**config.mk**
```make
export PLATFORM = sky130hd
export DESIGN_NAME = icache_lookup
export DESIGN_NICKNAME = d
export VERILOG_FILES = /design/src/icache_pkg.sv /design/src/icache_lookup.sv
export SDC_FILE = /design/constraint.sdc
export NUM_CORES = 1
export LEC_CHECK = 0
export BUFFER_PORTS_ARGS = -buffer_cell sky130_fd_sc_hd__buf_2
export CAP_MARGIN = 0
export CORE_AREA = 2 2 388 390
export DETAILED_ROUTE_END_ITERATION = 7
export DIE_AREA = 0 0 390 392
export GPL_ROUTABILITY_DRIVEN = 0
export PLACE_DENSITY_LB_ADDON = 0.1
export SLEW_MARGIN = 15
export SYNTH_ARGS = -nofsm -noshare
export SYNTH_HDL_FRONTEND = slang
export SYNTH_SLANG_ARGS = --single-unit
```
**constraint.sdc**
```tcl
create_clock -name clk -period 5.9 [get_ports clk]
set_input_delay 0.885 -clock clk [delete_from_list [all_inputs] [get_ports clk]]
set_output_delay 0.885 -clock clk [all_outputs]
set_load 0.1 [all_outputs]
```
**src/icache_pkg.sv**
```systemverilog
package icache_pkg;

    localparam int ADDR_WIDTH   = 32;
    localparam int LINE_WIDTH   = 128;
    localparam int NSET         = 256;
    localparam int NWAY         = 2;
    localparam int INDEX_WIDTH  = 8;
    localparam int OFFSET_WIDTH = 4;
    localparam int TAG_WIDTH    = 20;
    localparam int NPORT        = 2;

    // Physical fetch address
    typedef struct packed {
        logic [TAG_WIDTH-1:0]    tag;
        logic [INDEX_WIDTH-1:0]  index;
        logic [OFFSET_WIDTH-1:0] offset;
    } icache_addr_t;

    // Word held in the tag RAM
    typedef struct packed {
        logic                 valid;
        logic [TAG_WIDTH-1:0] tag;
    } tag_entry_t;

    // Request held in a read port
    typedef struct packed {
        logic         valid;
        icache_addr_t addr;
    } port_req_t;

    // Refill or sweep write into the way array
    // A cleared tag entry invalidates every way of the index
    typedef struct packed {
        logic                   we;
        logic                   port;
        logic                   way;
        logic [INDEX_WIDTH-1:0] index;
        tag_entry_t             tag;
        logic [LINE_WIDTH-1:0]  line;
    } refill_wr_t;

    // Line request to the memory controller
    typedef struct packed {
        logic                  req;
        logic [ADDR_WIDTH-1:0] addr;
    } mem_req_t;

endpackage

```
**src/icache_lookup.sv**
```systemverilog
`timescale 1ns/100ps

module icache_lookup (
    input  logic                                     clk,
    input  logic                                     rst,

    input  logic [icache_pkg::NPORT-1:0]             rreq_i,
    input  icache_pkg::icache_addr_t [icache_pkg::NPORT-1:0] raddr_i,

    input  icache_pkg::tag_entry_t [icache_pkg::NWAY-1:0][icache_pkg::NPORT-1:0] tag_i,
    input  logic [icache_pkg::NWAY-1:0][icache_pkg::NPORT-1:0][icache_pkg::LINE_WIDTH-1:0] line_i,
    input  logic                                     busy_i,

    output icache_pkg::port_req_t [icache_pkg::NPORT-1:0] held_o,
    output logic [icache_pkg::NPORT-1:0]             hit_o,
    output logic [icache_pkg::NPORT-1:0]             rvalid_o,
    output logic [icache_pkg::NPORT-1:0][icache_pkg::LINE_WIDTH-1:0] rdata_o
);
    import icache_pkg::*;

    logic [NPORT-1:0] free;

    //////////////////////////////////////////////////
    // Tag compare and line select
    //////////////////////////////////////////////////

    always_comb begin
        for (int p = 0; p < NPORT; p++) begin
            hit_o[p]   = 1'b0;
            rdata_o[p] = '0;
            for (int w = 0; w < NWAY; w++) begin
                if (tag_i[w][p].valid && tag_i[w][p].tag == held_o[p].addr.tag) begin
                    hit_o[p]   = 1'b1;
                    rdata_o[p] = line_i[w][p];
                end
            end
            rvalid_o[p] = hit_o[p] & held_o[p].valid;
            // Blocked during the valid sweep
            free[p] = (~held_o[p].valid | rvalid_o[p]) & ~busy_i;
        end
    end

    //////////////////////////////////////////////////
    // Request registers
    //////////////////////////////////////////////////

    always_ff @(posedge clk) begin
        for (int p = 0; p < NPORT; p++) begin
            if (free[p]) begin
                held_o[p].addr <= raddr_i[p];
            end
            if (rst) begin
                held_o[p].valid <= 1'b0;
            end else if (free[p]) begin
                held_o[p].valid <= rreq_i[p];
            end
        end
    end

endmodule

```
# Yosys cells after proc, flatten, opt, wreduce, memory -nomap -nowiden
# Cells that the tools add are included.
[word_totals]
reg_bits = 66
in_bits = 665
out_inout_bits = 326
word_cells = 33
[classes]
n_eq_ne = 4
muxes = 8
bitwise_logic = 9
n_reduce_logical = 4
[op_table]
columns = ["cell", "n"]
rows = [
  ["$mux W128", 4],
  ["$eq A20 B20 Y1", 4],
  ["$and A1 B1 Y1", 4],
  ["$logic_and A1 B1 Y1", 4],
  ["$mux W1", 4],
  ["$not A1 Y1", 3],
  ["$or A1 B1 Y1", 2],
]

# Depth between registers and ports, before layout
[logic_depth]
depth_word = 7
depth_mapped = 7
mapped_depth_nobuf = 5

# Worst setup path before layout
# No wires, ideal clock.
[synth_timing]
path_type = "reg2out"
startpoint = "register held_o[22] in the netlist's numbering"
endpoint = "output rvalid_o[0] in the netlist's numbering"
arrival_ns = 4.666
required_time_ns = 5.015
setup_slack_ns = 0.349
path_stages_with_launch = 6
path_cell_list = "edfxtp_1 > xor2_1 > or4_1 > or4_4 > or2_1 > a21boi_0"
[synth_via]
elab_chain_cells = 5
[synth_lines]
columns = ["element", "line", "text"]
rows = [
  ["start: declaration", "icache_lookup.sv:14", "output icache_pkg::port_req_t [icache_pkg::NPORT-1:0] held_o,"],
  ["$eq A20 B20 Y1", "icache_lookup.sv:32", "if (tag_i[w][p].valid && tag_i[w][p].tag == held_o[p].addr.tag) begin"],
  ["$logic_and A1 B1 Y1", "icache_lookup.sv:32", ""],
  ["$mux W1", "icache_lookup.sv:32", ""],
  ["$mux W1 *", "icache_lookup.sv:32", ""],
  ["$and A1 B1 Y1 *", "icache_lookup.sv:37", "rvalid_o[p] = hit_o[p] & held_o[p].valid;"],
  ["end: declaration", "icache_lookup.sv:16", "output logic [icache_pkg::NPORT-1:0] rvalid_o,"],
]
# Every way passes the cells marked *; elsewhere a longest branch is shown, timed or not.

==> results.json <==
{
  "initial_core_util": 0.04103,
  "cts_max_level": 3,
  "synth_compound_area_frac": 0.3843,
  "coreArea_um2": 148900,
  "pwr-share-comb": 0.352,
  "place_inst": 3435,
  "fin_crit_sh": 0.8575,
  "tightestPinTransition_ns": 1.044,
  "finClkSkew_ns": 0.01237,
  "run_status": "complete, no violations",
  "synthArstFlopShare": 0,
  "maxSlewViolCount": 0,
  "grt_use_total": 0.09394,
  "cp.arrival_ns": 4.17,
  "numClockSinks": 66,
  "rsz0062_at_grt": "false",
  "final-setup-viol-count": 0,
  "critPathMaxFanout": 38,
  "p_per_area_nw_per_um2": 130.9,
  "cts_hold_buf": 0,
  "grt-ovfl-total": 0,
  "avgSynthCellArea_um2": 11.37,
  "startpoint_type": "primary input",
  "p_seq_frac": 0.329,
  "post_cts_buffers": 0,
  "row_count": 142,
  "ys_top_cells_by_area": "a22o_1 (37%), edfxtp_1 (31%), buf_12 (7.2%), xnor2_1 (6.9%), xor2_1 (4.6%)",
  "finalPower_mw": 1.763,
  "synth_most_common_cell": "a22o_1",
  "drive_above_1_share": 0.6921,
  "syn2layout_area_growth_pct": 120.5,
  "fin_tns_setup_ns": 0,
  "synth_area_um2": 6108,
  "power_leakage_nw": 6.417,
  "top_register": "held_o",
  "dieArea_um2": 152900,
  "syn_inst": 537,
  "synth-edff-count": 64,
  "wl_per_cell_um": 22.47,
  "largest_reg_flops": 66,
  "finalHoldViolCount": 0,
  "path_class": "primary input to output pin",
  "numPortBuffers": 990,
  "grt_pass1_wl_um": 96480,
  "die_w_um": 390,
  "ant_nets": 0,
  "min_path_type": "flop to flop",
  "max_freq_mhz": 197.7,
  "min_period_ns": 5.059,
  "p_clk_frac": 0.319,
  "synth_top_cells_by_count": "a22o_1 (256), edfxtp_1 (64), xnor2_1 (48)",
  "irDropWorstVdd_mv": 0.1428,
  "switchingPower_mw": 0.6681,
  "grt_max_degree": 60,
  "clkSlewWorstSetupHoldPaths_ns": 0.06,
  "fp.dieH_um": 392,
  "clock_latency_ns": 0.37,
  "cts_resized": 0,
  "power.internal_mw": 1.095,
  "cp_data_required_time_ns": 5.02,
  "root_buffer": "clkbuf_16",
  "synthSimpleGateAreaFrac": 0.07620,
  "cts_buffers": 9,
  "cp-end-kind": "output pin",
  "yosysTopAreaCell": "a22o_1",
  "syn-num-nets": 1202,
  "muxShareOfSynthArea": 0,
  "cts_buffer_depth": 2,
  "drt_iter0_markers": 552,
  "drt_pre_antenna_iters": 7,
  "antenna_found_initial": 32,
  "drc_errors": 0,
  "relSlewSlack": 0.3042,
  "synth_xor_area_frac": 0.1147,
  "place.detailed.hpwl_um": 70400,
  "swShare": 0.3790,
  "max_cap_viol_count": 0,
  "synth_fa_ha_area_frac": 0,
  "vias": 9426,
  "nets": 2167,
  "reg_top3": "held_o: 66 flops",
  "yosys.cell_types.count": 30,
  "via_per_inst": 2.723,
  "seq_area_frac_synth": 0.3212,
  "ys_warn_count": 0,
  "ios": 991,
  "fin_cells": 3461,
  "routed_wirelength_um": 77780,
  "grt_pass1_vias": 9834,
  "ys.flop_type": "edfxtp_1",
  "yosysTopAreaCellShare": 0.3671,
  "cts_tree": "built",
  "synth_top_family_by_area": "compound AO/OA/AOI/OAI gates",
  "ys_seq_elements": 66
}
==> through the flow <==
step	utilization	hold WS [ns]	worst slack [ns]	instance area, µm²
floorplan	-	0.9578	0.3489	6108
global placement	0.08830	0.5912	0.7751	13150
detailed placement	0.08830	0.5939	0.7975	13150
CTS	0.09029	0.6044	0.7981	13440
global route	0.09037	0.6506	0.7224	13460
finish	0.09046	0.5907	0.8406	13470
==> worst paths after layout <==
path	endpoint	cells past startpoint	startpoint	slack, ns
worst max-delay path	rdata_o[54]	9	tag_i[10]	0.84
worst min-delay path	held_o[65]$_SDFFE_PP0P_	2	held_o[65]$_SDFFE_PP0P_	0.59
worst max register to register	held_o[27]$_DFFE_PP_	6	held_o[22]$_DFFE_PP_	2.33
worst min register to register	held_o[65]$_SDFFE_PP0P_	2	held_o[65]$_SDFFE_PP0P_	0.59
==> placed cells by master, fill, tap and decap left out, types with 2 or more instances in the layout <==
| cell | instances |
|---|---|
| a211oi_4 | 2 |
| a22o_1 | 256 |
| a21oi_1 | 2 |
| buf_12 | 6 |
| buf_4 | 22 |
| nand2_1 | 4 |
| nand3_1 | 10 |
| nor4_1 | 8 |
| clkinvlp_4 | 2 |
| edfxtp_1 | 64 |
| o22ai_1 | 2 |
| and2_4 | 2 |
| a21boi_0 | 2 |
| and3_2 | 2 |
| nor2_1 | 2 |
| nand4_1 | 16 |
| a31oi_4 | 2 |
| or2_1 | 2 |
| or4b_2 | 4 |
| nand3b_1 | 4 |
| diode_2 | 10 |
| xor2_1 | 32 |
| buf_2 | 982 |
| clkinv_4 | 2 |
| or4_1 | 6 |
| a211oi_1 | 2 |
| dfxtp_1 | 2 |
| or4_4 | 4 |
| clkbuf_16 | 9 |
| xnor2_1 | 48 |
| nor4_4 | 2 |
==> power groups by stage <==
stage | Combinational (mW) | Sequential [mW] | Clock, mW
CTS | 0.625 | 0.582 | 0.600
detailed placement | 0.622 | 0.592 | 0
global placement | 0.633 | 0.593 | 0
floorplan | 0.0804 | 0.778 | 0
finish | 0.621 | 0.580 | 0.563
global route | 0.655 | 0.584 | 0.611
==> cell type report <==
type                            count  area (µm²)
Tap cell                         1944        2432
Sequential cell                    66        1962
Inverter                            1       3.754
Multi-Input combinational cell    414        3548
Antenna cell                       10       25.02
Timing Repair Buffer             1010        5200
Clock buffer                       10       229.0
Fill cell                       17530      135400
Clock inverter                      6       67.56
==> logic make-up (layout without fill, tap and decap cells) <==
| kind of cell | after synthesis | in the layout |
|---|---|---|
| buffers and inverters | 57 | 1027 |
| AND/OR/NAND/NOR | 66 | 66 |
| flip-flops | 66 | 66 |
| XOR/XNOR | 80 | 80 |
| other | 0 | 10 |
| AO/OA/AOI/OAI | 268 | 268 |
==> per-layer routing <==
metal  part of all wire  track usage  wire, µm  vias to the layer above
li1                   -            -         -                     4200
met1               0.39       0.1100     30540                     4626
met2               0.50       0.1630     39100                      492
met3              0.088      0.03426      6845                       72
met4              0.014      0.01959      1080                       36
met5             0.0028            0       219                        -
==> critical path, cell delays in order <==
cell	delay, ns
buf_2	0.11
xor2_1	0.16
or4_1	0.57
or4_4	0.58
a211oi_4	0.31
buf_12	0.25
buf_4	0.44
a22o_1	0.30
buf_2	0.52
No activity file was read; power rests on OpenSTA's default activity.
