$ cat src/icache_pkg.sv
package icache_pkg;

    localparam int ADDR_WIDTH   = 32;
    localparam int LINE_WIDTH   = 128;
    localparam int NSET         = 256;
    localparam int NWAY         = 2;
    localparam int INDEX_WIDTH  = 8;
    localparam int OFFSET_WIDTH = 4;
    localparam int TAG_WIDTH    = 20;
    localparam int NPORT        = 2;

    // Physical fetch address
    typedef struct packed {
        logic [TAG_WIDTH-1:0]    tag;
        logic [INDEX_WIDTH-1:0]  index;
        logic [OFFSET_WIDTH-1:0] offset;
    } icache_addr_t;

    // Word held in the tag RAM
    typedef struct packed {
        logic                 valid;
        logic [TAG_WIDTH-1:0] tag;
    } tag_entry_t;

    // Request held in a read port
    typedef struct packed {
        logic         valid;
        icache_addr_t addr;
    } port_req_t;

    // Refill or sweep write into the way array
    // A cleared tag entry invalidates every way of the index
    typedef struct packed {
        logic                   we;
        logic                   port;
        logic                   way;
        logic [INDEX_WIDTH-1:0] index;
        tag_entry_t             tag;
        logic [LINE_WIDTH-1:0]  line;
    } refill_wr_t;

    // Line request to the memory controller
    typedef struct packed {
        logic                  req;
        logic [ADDR_WIDTH-1:0] addr;
    } mem_req_t;

endpackage

$ cat src/icache_refill_ctrl.sv
`timescale 1ns/100ps

module icache_refill_ctrl (
    input  logic                                     clk,
    input  logic                                     rst,

    input  icache_pkg::port_req_t [icache_pkg::NPORT-1:0] held_i,
    input  logic [icache_pkg::NPORT-1:0]             hit_i,

    input  logic                                     mem_rdy_i,
    input  logic                                     mem_rvalid_i,
    input  logic [icache_pkg::LINE_WIDTH-1:0]        mem_data_i,

    output logic [icache_pkg::NPORT-1:0]             miss_o,
    output logic                                     busy_o,
    output icache_pkg::mem_req_t                     mem_req_o,
    output icache_pkg::refill_wr_t                   wr_o
);
    import icache_pkg::*;

    typedef enum logic [2:0] {
        ST_CLEAR,
        ST_IDLE,
        ST_REQ_1,
        ST_WAIT_1,
        ST_REQ_2,
        ST_WAIT_2
    } state_t;

    state_t                 state, next_state;
    logic [INDEX_WIDTH-1:0] sweep_cnt;
    logic [NPORT-1:0]       miss_pulse, miss_r;
    icache_addr_t           refill_addr;
    logic [2:0]             lfsr_q;

    //////////////////////////////////////////////////
    // Miss detect
    //////////////////////////////////////////////////

    always_comb begin
        for (int p = 0; p < NPORT; p++) begin
            miss_o[p]     = held_i[p].valid & ~hit_i[p];
            miss_pulse[p] = miss_o[p] & (state == ST_IDLE);
        end
    end

    assign busy_o = (state == ST_CLEAR);

    always_ff @(posedge clk) begin
        if (rst) begin
            miss_r <= '0;
        end else begin
            case (state)
                ST_IDLE: miss_r <= miss_pulse;
                ST_WAIT_1: begin
                    if (mem_rvalid_i) miss_r[0] <= 1'b0;
                end
                ST_WAIT_2: begin
                    if (mem_rvalid_i) miss_r[1] <= 1'b0;
                end
                default: begin
                end
            endcase
        end
    end

    //////////////////////////////////////////////////
    // Refill FSM
    //////////////////////////////////////////////////

    always_comb begin
        next_state = state;
        case (state)
            ST_CLEAR: begin
                if (sweep_cnt == INDEX_WIDTH'(NSET - 1)) next_state = ST_IDLE;
            end
            ST_IDLE: begin
                // Port 1 goes first
                if (miss_pulse[0]) next_state = ST_REQ_1;
                else if (miss_pulse[1]) next_state = ST_REQ_2;
            end
            ST_REQ_1: begin
                if (mem_rdy_i) next_state = ST_WAIT_1;
            end
            ST_WAIT_1: begin
                if (mem_rvalid_i) next_state = miss_r[1] ? ST_REQ_2 : ST_IDLE;
            end
            ST_REQ_2: begin
                if (mem_rdy_i) next_state = ST_WAIT_2;
            end
            ST_WAIT_2: begin
                if (mem_rvalid_i) next_state = ST_IDLE;
            end
            default: next_state = ST_IDLE;
        endcase
    end

    always_ff @(posedge clk) begin
        if (rst) begin
            state     <= ST_CLEAR;
            sweep_cnt <= '0;
            lfsr_q    <= 3'b001;
        end else begin
            state <= next_state;
            if (state == ST_CLEAR) begin
                sweep_cnt <= sweep_cnt + 1'b1;
            end
            // Free-running victim choice
            lfsr_q <= {lfsr_q[1:0], lfsr_q[2] ^ lfsr_q[1]};
        end
    end

    // Line address captured once per refill
    always_ff @(posedge clk) begin
        if (next_state == ST_REQ_1 && state != ST_REQ_1) begin
            refill_addr <= held_i[0].addr;
        end else if (next_state == ST_REQ_2 && state != ST_REQ_2) begin
            refill_addr <= held_i[1].addr;
        end
    end

    //////////////////////////////////////////////////
    // Memory request and RAM write
    //////////////////////////////////////////////////

    always_comb begin
        mem_req_o.req  = (state == ST_REQ_1) || (state == ST_REQ_2);
        mem_req_o.addr = {refill_addr.tag, refill_addr.index, {OFFSET_WIDTH{1'b0}}};
    end

    always_comb begin
        wr_o = '0;
        case (state)
            ST_CLEAR: begin
                wr_o.we    = 1'b1;
                wr_o.index = sweep_cnt;
            end
            ST_WAIT_1, ST_WAIT_2: begin
                wr_o.we        = mem_rvalid_i;
                wr_o.port      = (state == ST_WAIT_2);
                wr_o.way       = lfsr_q[0];
                wr_o.index     = refill_addr.index;
                wr_o.tag.valid = 1'b1;
                wr_o.tag.tag   = refill_addr.tag;
                wr_o.line      = mem_data_i;
            end
            default: begin
            end
        endcase
    end

endmodule

$ cat config.mk
export PLATFORM = sky130hd
export DESIGN_NAME = icache_refill_ctrl
export DESIGN_NICKNAME = d
export VERILOG_FILES = /design/src/icache_pkg.sv /design/src/icache_refill_ctrl.sv
export SDC_FILE = /design/constraint.sdc
export NUM_CORES = 1
export LEC_CHECK = 0
export BUFFER_PORTS_ARGS = -buffer_cell sky130_fd_sc_hd__buf_2
export CORE_AREA = 10 10 147 149
export CTS_CLUSTER_DIAMETER = 120
export DETAILED_ROUTE_END_ITERATION = 6
export DIE_AREA = 0 0 157 159
export PLACE_DENSITY_LB_ADDON = 0.2
export SLEW_MARGIN = 10
export SYNTH_ARGS = -nofsm -noshare
export SYNTH_HDL_FRONTEND = slang
export SYNTH_SLANG_ARGS = --single-unit
$ cat constraint.sdc
create_clock -name clk -period 2.6 [get_ports clk]
set_clock_uncertainty 0.1 [all_clocks]
set_input_delay 0 -clock clk [delete_from_list [all_inputs] [get_ports clk]]
set_output_delay 0 -clock clk [all_outputs]
set_load 0.02 [all_outputs]
* Yosys cells after proc, flatten, opt, wreduce, memory -nomap -nowiden *
Index checks and enable logic that the tools add are counted.

word-level totals
  output and inout port bits = 196
  input bits = 200
  flip-flop bits (word level) = 43

operators by class
  $add $sub $neg = 1
  bitwise gates (word level) = 7
  mux-type cells = 17
  reduce and logical (&&, ||, !) cells = 8
  eq/ne operators = 11

operator list
  cell                                                                     number
  149-bit two-way mux                                                      1
  32-bit two-way mux                                                       2
  3-bit two-way mux                                                        8
  3-bit one-hot mux with 6 select lines                                    1
  8-bit one-hot mux with 2 select lines                                    1
  3-bit by 2-bit == test with 1-bit output, second input constant          3
  3-bit == test, second input constant                                     3
  8-bit by 1-bit adder with 8-bit output, second input constant            1
  8-bit == test, second input constant                                     1
  1-bit AND                                                                4
  1-bit one-hot mux with 2 select lines                                    2
  2-bit nonzero test                                                       2
  3-bit by 1-bit == test with 1-bit output, second input constant          1
  3-bit logical NOT                                                        1
  3-bit by 2-bit inequality test with 1-bit output, second input constant  1
  3-bit inequality test, second input constant                             1
  1-bit logical AND                                                        2
  2-bit two-way mux                                                        1
  2-bit inequality test, second input constant                             1
  1-bit NOT                                                                2
  2-bit AND reduction                                                      1
  2-bit OR reduction                                                       1
  1-bit logical OR                                                         1
  1-bit two-way mux                                                        1
  1-bit XOR                                                                1

* Depth between registers and ports, before layout *
Gate-level depths: netlist (run 1).

  depth in word-level cells = 10
  mapped depth = 6
  mapped depth without buffers = 4

* Least setup slack after synthesis (run 1) *
OpenSTA, ideal clock, no wires.

  kind = register -> register
  start point = register state[1]
  end point = register refill_addr, in the netlist mem_req_o[10], enable pin
  required time = 2.115 ns
  setup time = 0.385 ns
  clock period less this slack = 2.239 ns
  stages on the path, launching flop included = 7
  arrival time = 1.753 ns
  setup slack = 0.361 ns
  cells stage by stage = dfxtp_1 -> buf_6 -> nor3b_1 -> nand2_1 -> buf_2 -> buf_2 -> nand2_1

on the way
  longest elaborated chain between the ends = 8
  elaborated cells between the ends (all ways) = 23
  those cells by class = eq/ne: 9; mux: 8; bitwise: 2; reduce/logical: 4

ends and longest elaborated chain
  what                                                                       RTL line                                              source
  start, declared                                                            icache_refill_ctrl.sv:30                              state_t state, next_state;
  start signal, assigned                                                     icache_refill_ctrl.sv:104                             state <= next_state;
  3-bit by 1-bit == test with 1-bit output                                   -
  1-bit AND                                                                  icache_refill_ctrl.sv:43                              miss_pulse[p] = miss_o[p] & (state == ST_IDLE);
  3-bit two-way mux                                                          icache_refill_ctrl.sv:80                              else if (miss_pulse[1]) next_state = ST_REQ_2;
  3-bit two-way mux                                                          icache_refill_ctrl.sv:79                              if (miss_pulse[0]) next_state = ST_REQ_1;
  3-bit one-hot mux with 6 select lines                                      icache_refill_ctrl.sv:73                              case (state)
  3-bit by 2-bit == test with 1-bit output or 3-bit == test (tied branches)  icache_refill_ctrl.sv:115, icache_refill_ctrl.sv:117
  1-bit logical AND (on tied branches)                                       icache_refill_ctrl.sv:115, icache_refill_ctrl.sv:117
  2-bit nonzero test (no line) (*)                                           -
  end signal, assigned                                                       icache_refill_ctrl.sv:116                             refill_addr <= held_i[0].addr;
  end signal, assigned                                                       icache_refill_ctrl.sv:118                             refill_addr <= held_i[1].addr;
  end, declared                                                              icache_refill_ctrl.sv:33                              icache_addr_t refill_addr;

Mark *: on every way between the ends. The rest lies on a longest branch, timed or not.
A chain may end at the register's enable or synchronous reset.

* Worst setup path after layout (run 1) *
  start point = register state[1]
  end point = register refill_addr, in the netlist mem_req_o[4], data pin

on the way
  longest elaborated chain between the ends = 8
  elaborated cells between the ends (all ways) = 20
  those cells by class = eq/ne: 7; mux: 9; bitwise: 2; reduce/logical: 2

ends and longest elaborated chain
  what                                      RTL line                   source
  3-bit by 1-bit == test with 1-bit output  -
  1-bit AND                                 icache_refill_ctrl.sv:43
  3-bit two-way mux                         icache_refill_ctrl.sv:80
  3-bit two-way mux                         icache_refill_ctrl.sv:79
  3-bit one-hot mux with 6 select lines     icache_refill_ctrl.sv:73
  3-bit by 2-bit == test with 1-bit output  icache_refill_ctrl.sv:115  if (next_state == ST_REQ_1 && state != ST_REQ_1) begin
  1-bit logical AND (*)                     icache_refill_ctrl.sv:115
  32-bit two-way mux (*)                    icache_refill_ctrl.sv:115

Marks and branches as above.

==> results of run 1 <==
synthesized netlist by cell type, types with 4 or more instances:
| library cell | count |
|---|---|
| dfxtp_1 | 15 |
| buf_4 | 5 |
| and3_1 | 150 |
| nor3_1 | 4 |
| xor2_1 | 4 |
| xnor2_1 | 4 |
| edfxtp_1 | 28 |
| o21ai_0 | 4 |
| mux2_2 | 28 |
| nor2_1 | 8 |
| nand2_1 | 12 |
| nand4_1 | 5 |
| buf_2 | 5 |
| a22o_1 | 7 |
| nor2b_1 | 4 |
| clkbuf_1 | 34 |
cell families (layout without fill, tap and decap cells):
| family | count (synthesis) | after routing | synth area share |
|---|---|---|---|
| adders and majority gates | 1 | 1 | 0.00408 |
| xor gates and xnor gates | 8 | 8 | 0.0228 |
| DFF | 43 | 43 | 0.372 |
| and+or+nand+nor | 194 | 194 | 0.382 |
| muxes | 29 | 29 | 0.106 |
| AOI/OAI and AO/OA | 19 | 19 | 0.0445 |
| other | 1 | 5 | 0.00122 |
| buffers and inverters | 46 | 460 | 0.0669 |
layer usage:
layer | part of all wire | global-route usage | wire length (um) | up-vias
li1 | - | - | - | 2070
met1 | 0.39 | 0.165 | 7690 | 1998
met2 | 0.50 | 0.256 | 9740 | 240
met3 | 0.097 | 0.0424 | 1890 | 17
met4 | 0.012 | 0.0309 | 237 | 4
met5 | 0.0012 | 0 | 24 | -
worst max-delay path, stage by stage (launching register included):
cell,delay (ns)
dfxtp_1,0.59
nor3b_1,0.13
nand2_1,0.24
mux2_2,0.37
dlygate4sd3_1,0.55
final cells by class:
class / count / area [sq um]
Fill cell: 1969 / 12600
Timing Repair Buffer: 451 / 2590
Multi-Input combinational cell: 255 / 1750
Sequential cell: 43 / 1140
Tap cell: 234 / 293
Clock buffer: 6 / 150
Clock inverter: 2 / 13.8
Inverter: 1 / 3.75
Antenna cell: 1 / 2.50
sequential cells by signal (all words and copies together), names as in the netlist:
name       flops
lfsr_q         3
sweep_cnt      8
mem_req_o     28
miss_r         1
state          3
repair_timing:
action / in CTS / in global routing
hold buffers: 59 / 0
resized for setup: 0 / 0
hold endpoints to repair: 38 / 0
worst paths after layout:
check / to
setup reg to reg: mem_req_o[4]
hold / removal: miss_r[1]
hold reg to reg: miss_r[1]
setup / recovery: mem_req_o[4]
power groups by stage:
stage          Clock, mW  Combinational, mW  Sequential (mW)
6_report           0.692              0.276            0.741
5_1_grt            0.735              0.304            0.741
4_1_cts            0.713              0.275            0.740
3_5_place_dp           0              0.204            0.756
3_3_place_gp           0              0.200            0.756
2_1_floorplan          0             0.0603            0.754
per-stage QoR:
step | total power [mW] | cells | instance area, sq um
after floorplan | 0.815 | 344 | 3080
after global placement | 0.955 | 925 | 5190
after detailed placement | 0.959 | 925 | 5190
after CTS | 1.73 | 992 | 5940
after global routing | 1.78 | 992 | 5940
final | 1.71 | 993 | 5950
==> key figures, run 1 <==
Run status
  • Status: finished, final reports clean

Yosys
  • Share of the synthesized area in the top cell type: 0.306
  • Yosys warnings: 0
  • Sequential fraction of the synthesis area: 0.372
  • Mapped Area: 3070 sq um
  • Cells after synthesis: 341
  • Ys flop type: edfxtp_1
  • Top cells by area, synth: and3_1, edfxtp_1, mux2_2
  • Cell taking the most area after synthesis: and3_1
  • Post-synth EDFFs: 28
  • Yosys reg bits: 43
  • Library cells used by synthesis: 34
  • FFs w/ async S/R, synth: 0
  • Synth Area per Inst: 8.99 sq um

Power and ir drop
  • Switching pwr: 0.371 mW
  • Pwr/cell area: 287 nW/um^2
  • Peak VDD IR: 0.316 mV
  • Switching Fraction: 0.217
  • Combinational Power Share: 0.161
  • Share of total power in the clock network: 0.405
  • Internal power: 1.34 mW
  • Flop pwr share: 0.433
  • LEAKAGE: 3.72 nW

STA
  • Period utilization: 0.859
  • Final setup violating endpoints: 0
  • Rel. slew slack: 0.440
  • Final WS setup: 0.368 ns
  • Slew @ Worst Pin: 0.840 ns
  • RSZ-0062 raised after global routing: no
  • Setup_tns: 0 ns
  • Tmin final: 2.23 ns
  • Highest Clock Rate: 448 MHz
  • Final Max Slew Viols: 0
  • Hold Vio Cnt, Final: 0
  • WHS: 0.0444 ns

Drt
  • ANT nets after route: 0
  • Routed len/inst: 19.7 um
  • Initial DRC Count: 295
  • Drt first pass iters: 4
  • Routed Wire Length: 19600 um
  • DR DRC count: 0
  • Vias/cell: 4.36
  • Via count: 4329

Worst setup path
  • Setup crit end kind: flip-flop
  • Reg2reg setup slack: 0.37 ns
  • R2R depth: 4
  • Startpoint Class: flip-flop
  • Critical path class: reg2reg
  • Req. time, crit path: 2.54 ns
  • Worst reg2reg startpoint: state[1]
  • Crit-path max FO: 10
  • Critical path origin: state[1]
  • Crit path DAT: 2.17 ns

Cells and area
  • Commonest non-fill, non-tap cells in the layout: buf_2, and3_1, dlygate4sd3_1
  • Final net count: 958
  • Leading cell type in the layout, fill and taps excluded: buf_2
  • Core Util, Final: 0.320
  • Layout cells sized above 1: 0.569
  • Layout area overhead: 93.9%

Min path
  • WHS Path Cells: 5
  • Startpoint of the worst hold path: hit_i[1]
  • Hold crit path type: in2reg

Clock network
  • Post CTS Setup Buffer Count: 0
  • Sink Count: 43
  • Worst-path clk slew: 0.06 ns
  • Max H-tree Level: 2
  • CTS tree: yes
  • Root buffer cell: clkbuf_16
  • CTS Buffer Depth: 2
  • CTS buffer count: 5
  • Worst-Skew Late Latency: 0.29 ns

Placement
  • GP Congestion: 0.854
  • Worst slack, placed: 0.502 ns
  • Port bufs: 383
  • DP HPWL: 15500 um

Die
  • Die area: 25000 sq um
  • Ports: 396
  • Chip Width: 157 um
  • Core region area: 18600 sq um
  • Starting density of the core: 0.165
  • Height of the die: 159 um
  • Row Count: 50

Global route
  • Total grt overflow: 0
  • Global Route Usage Sum: 0.144
  • Largest net degree at the start of global routing: 125
  • First-pass GRT wire length: 28200 um
  • Initial antenna violation count: 2
  • Vias in the first global route: 4249

Job
  • Max Cap Violations: 0
Note: power is estimated with default switching activity, not from simulation.
==> inputs of run 2 (changes only) <==
--- a/config.mk
+++ b/config.mk
@@ -11,6 +11,7 @@
 export DETAILED_ROUTE_END_ITERATION = 6
 export DIE_AREA = 0 0 157 159
 export PLACE_DENSITY_LB_ADDON = 0.2
+export RECOVER_POWER = 25
 export SLEW_MARGIN = 10
 export SYNTH_ARGS = -nofsm -noshare
 export SYNTH_HDL_FRONTEND = slang
==> run 2 against run 1 <==
  * Register-to-register slack better by 0.06 ns
  * Flip-flop and latch count unchanged
  * Global-route usage did not move
  * Non-clock buffer count stayed put
  * Cell count stayed put
  * First-iteration DRC count grew 3.4%
==> key figures, run 2 (synthesis results as in run 1) <==
Run status
  • Status: finished, final reports clean

Clock network
  • Max H-tree Level: 2 (unchanged)
  • Sink Count: 43 (unchanged)
  • Root buffer cell: clkbuf_16
  • CTS tree: yes
  • Worst-Skew Late Latency: 0.28 ns (about the same)
  • CTS Buffer Depth: 2 (unchanged)
  • Post CTS Setup Buffer Count: 0 (unchanged)
  • CTS buffer count: 5 (unchanged)
  • Worst-path clk slew: 0.06 ns (about the same)

Drt
  • Vias/cell: 4.35 (-0.12%)
  • Routed len/inst: 19.7 um (-0.20%)
  • Via count: 4324 (-0.12%)
  • ANT nets after route: 0 (unchanged)
  • Routed Wire Length: 19500 um (-0.20%)
  • Drt first pass iters: 4 (unchanged)
  • DR DRC count: 0 (unchanged)
  • Initial DRC Count: 305 (+3.4%)

Min path
  • Hold crit path type: in2reg

Job
  • Max Cap Violations: 0 (unchanged)

Worst setup path
  • Largest stage delay on the critical path: 0.59 ns (about the same)
  • Crit path DAT: 2.12 ns (-0.05 ns)
  • Setup crit end kind: output port
  • Startpoint Class: flip-flop
  • Crit-path leading delay family: buffers and inverters
  • Worst Path Buf+Inv: 3 (+2)
  • Worst path slowest cell: clkbuf_1
  • Crit-path max FO: 32 (+22)
  • Req. time, crit path: 2.50 ns (-0.04 ns)
  • Critical path class: reg2out
  • CP Cell Sequence: buf_4, nor3_1, clkbuf_1, a22o_1, buf_2

Cells and area
  • Commonest non-fill, non-tap cells in the layout: buf_2, and3_1, dlygate4sd3_1
  • Core Util, Final: 0.315 (-0.00492)
  • Max reg flops: 28 (unchanged)
  • Final net count: 958 (unchanged)
  • Leading cell type in the layout, fill and taps excluded: buf_2
  • Layout area overhead: 90.9%
  • Non-filler cells, final: 993 (unchanged)
  • FILL cells: 2006 (+1.9%)
  • Layout cells sized above 1: 0.499 (-0.0699)

Power and ir drop
  • Pwr/cell area: 291 nW/um^2 (+1.3%)
  • LEAKAGE: 3.54 nW (-4.7%)
  • Peak VDD IR: 0.316 mV (+0.11%)

STA
  • Highest Clock Rate: 450 MHz (+0.36%)
  • Period utilization: 0.855 (-0.00309)
  • Final setup violating endpoints: 0 (unchanged)
  • RSZ-0062 raised after global routing: no
  • Final Max Slew Viols: 0 (unchanged)
  • Hold Vio Cnt, Final: 0 (unchanged)
  • Setup_tns: 0 ns (unchanged)
  • Slew @ Worst Pin: 0.837 ns (-0.00289 ns)
  • Tmin final: 2.22 ns (-0.00802 ns)
  • Rel. slew slack: 0.442 (+0.00193)
  • WHS: 0.0438 ns (-0.000640 ns)

Placement
  • GP Congestion: 0.854 (unchanged)
  • Dpl cells: 925 (unchanged)
  • Port bufs: 383 (unchanged)
  • DP HPWL: 15500 um (unchanged)

Global route
  • Largest net degree at the start of global routing: 125 (unchanged)
  • Vias in the first global route: 4249 (unchanged)
  • Total grt overflow: 0 (unchanged)
  • Global Route Usage Sum: 0.144 (unchanged)
  • First-pass GRT wire length: 28200 um (unchanged)
  • Initial antenna violation count: 2 (unchanged)

Die
  • Row Count: 50 (unchanged)
  • Ports: 396 (unchanged)
  • Die area: 25000 sq um (unchanged)
  • Starting density of the core: 0.165 (unchanged)
  • Chip Width: 157 um (unchanged)
  • Core region area: 18600 sq um (unchanged)
  • Height of the die: 159 um (unchanged)
-- run 2: cell types whose count changed in the layout (fill, tap and decap cells not counted), sizes merged --
| cell | delta |
|---|---|
| clkbuf | +52 |
| buf | -52 |
-- run 2: routing by layer --
layer / global-route usage / vias to the layer above / wire, um
met4: 0.0309 / 4 / 227
li1: - / 2068 / -
met5: 0 / - / 24
met2: 0.256 / 232 / 9730
met3: 0.0424 / 13 / 1880
met1: 0.165 / 2007 / 7680
-- run 2: worst paths after layout --
path	startpoint	end	slack, ns	depth (start not counted)
max	state[0]	wr_o[154]	0.38	5
min	hit_i[1]	miss_r[1]	0.04	5
max reg2reg	state[1]	mem_req_o[4]	0.43	4
min reg2reg	miss_r[1]	miss_r[1]	0.37	2
-- run 2: cell type report --
class,count,area (sq um),area share
clock inverters,2,13.8,0.00235
multi-input cells,255,1730,0.295
repair buffers,451,2520,0.430
well taps,234,293,0.0500
flip-flops and latches,43,1140,0.196
diodes,1,2.50,0.000427
clock buffers,6,150,0.0256
inverters,1,3.75,0.000641
-- run 2: per-stage QoR --
stage / area, sq um / power [mW] / setup slack [ns]
2_1_floorplan: 3080 / 0.815 / 0.361
3_3_place_gp: 5190 / 0.955 / 0.501
3_5_place_dp: 5190 / 0.959 / 0.502
4_1_cts: 5940 / 1.73 / 0.367
5_1_grt: 5850 / 1.78 / 0.239
6_report: 5850 / 1.70 / 0.376
-- run 2: what timing repair did --
| item | CTS | global route |
|---|---|---|
| endpoints found under the setup margin | 0 | 0 |
| resized for setup | 0 | 0 |
| hold buffers | 59 | 0 |
| hold endpoints to repair | 38 | 0 |
-- run 2: power breakdown --
part | switching [mW] | leakage (nW) | internal, mW
registers | 0.00758 | 0.375 | 0.733
clock network | 0.275 | 0.0820 | 0.415
logic | 0.0845 | 3.08 | 0.189
-- run 2: worst reg2reg max path, stage by stage, from the launching register on --
cell,delay [ns]
dfxtp_1,0.40
nor3b_1,0.29
nand2_1,0.23
mux2_2,0.35
dlygate4sd3_1,0.55
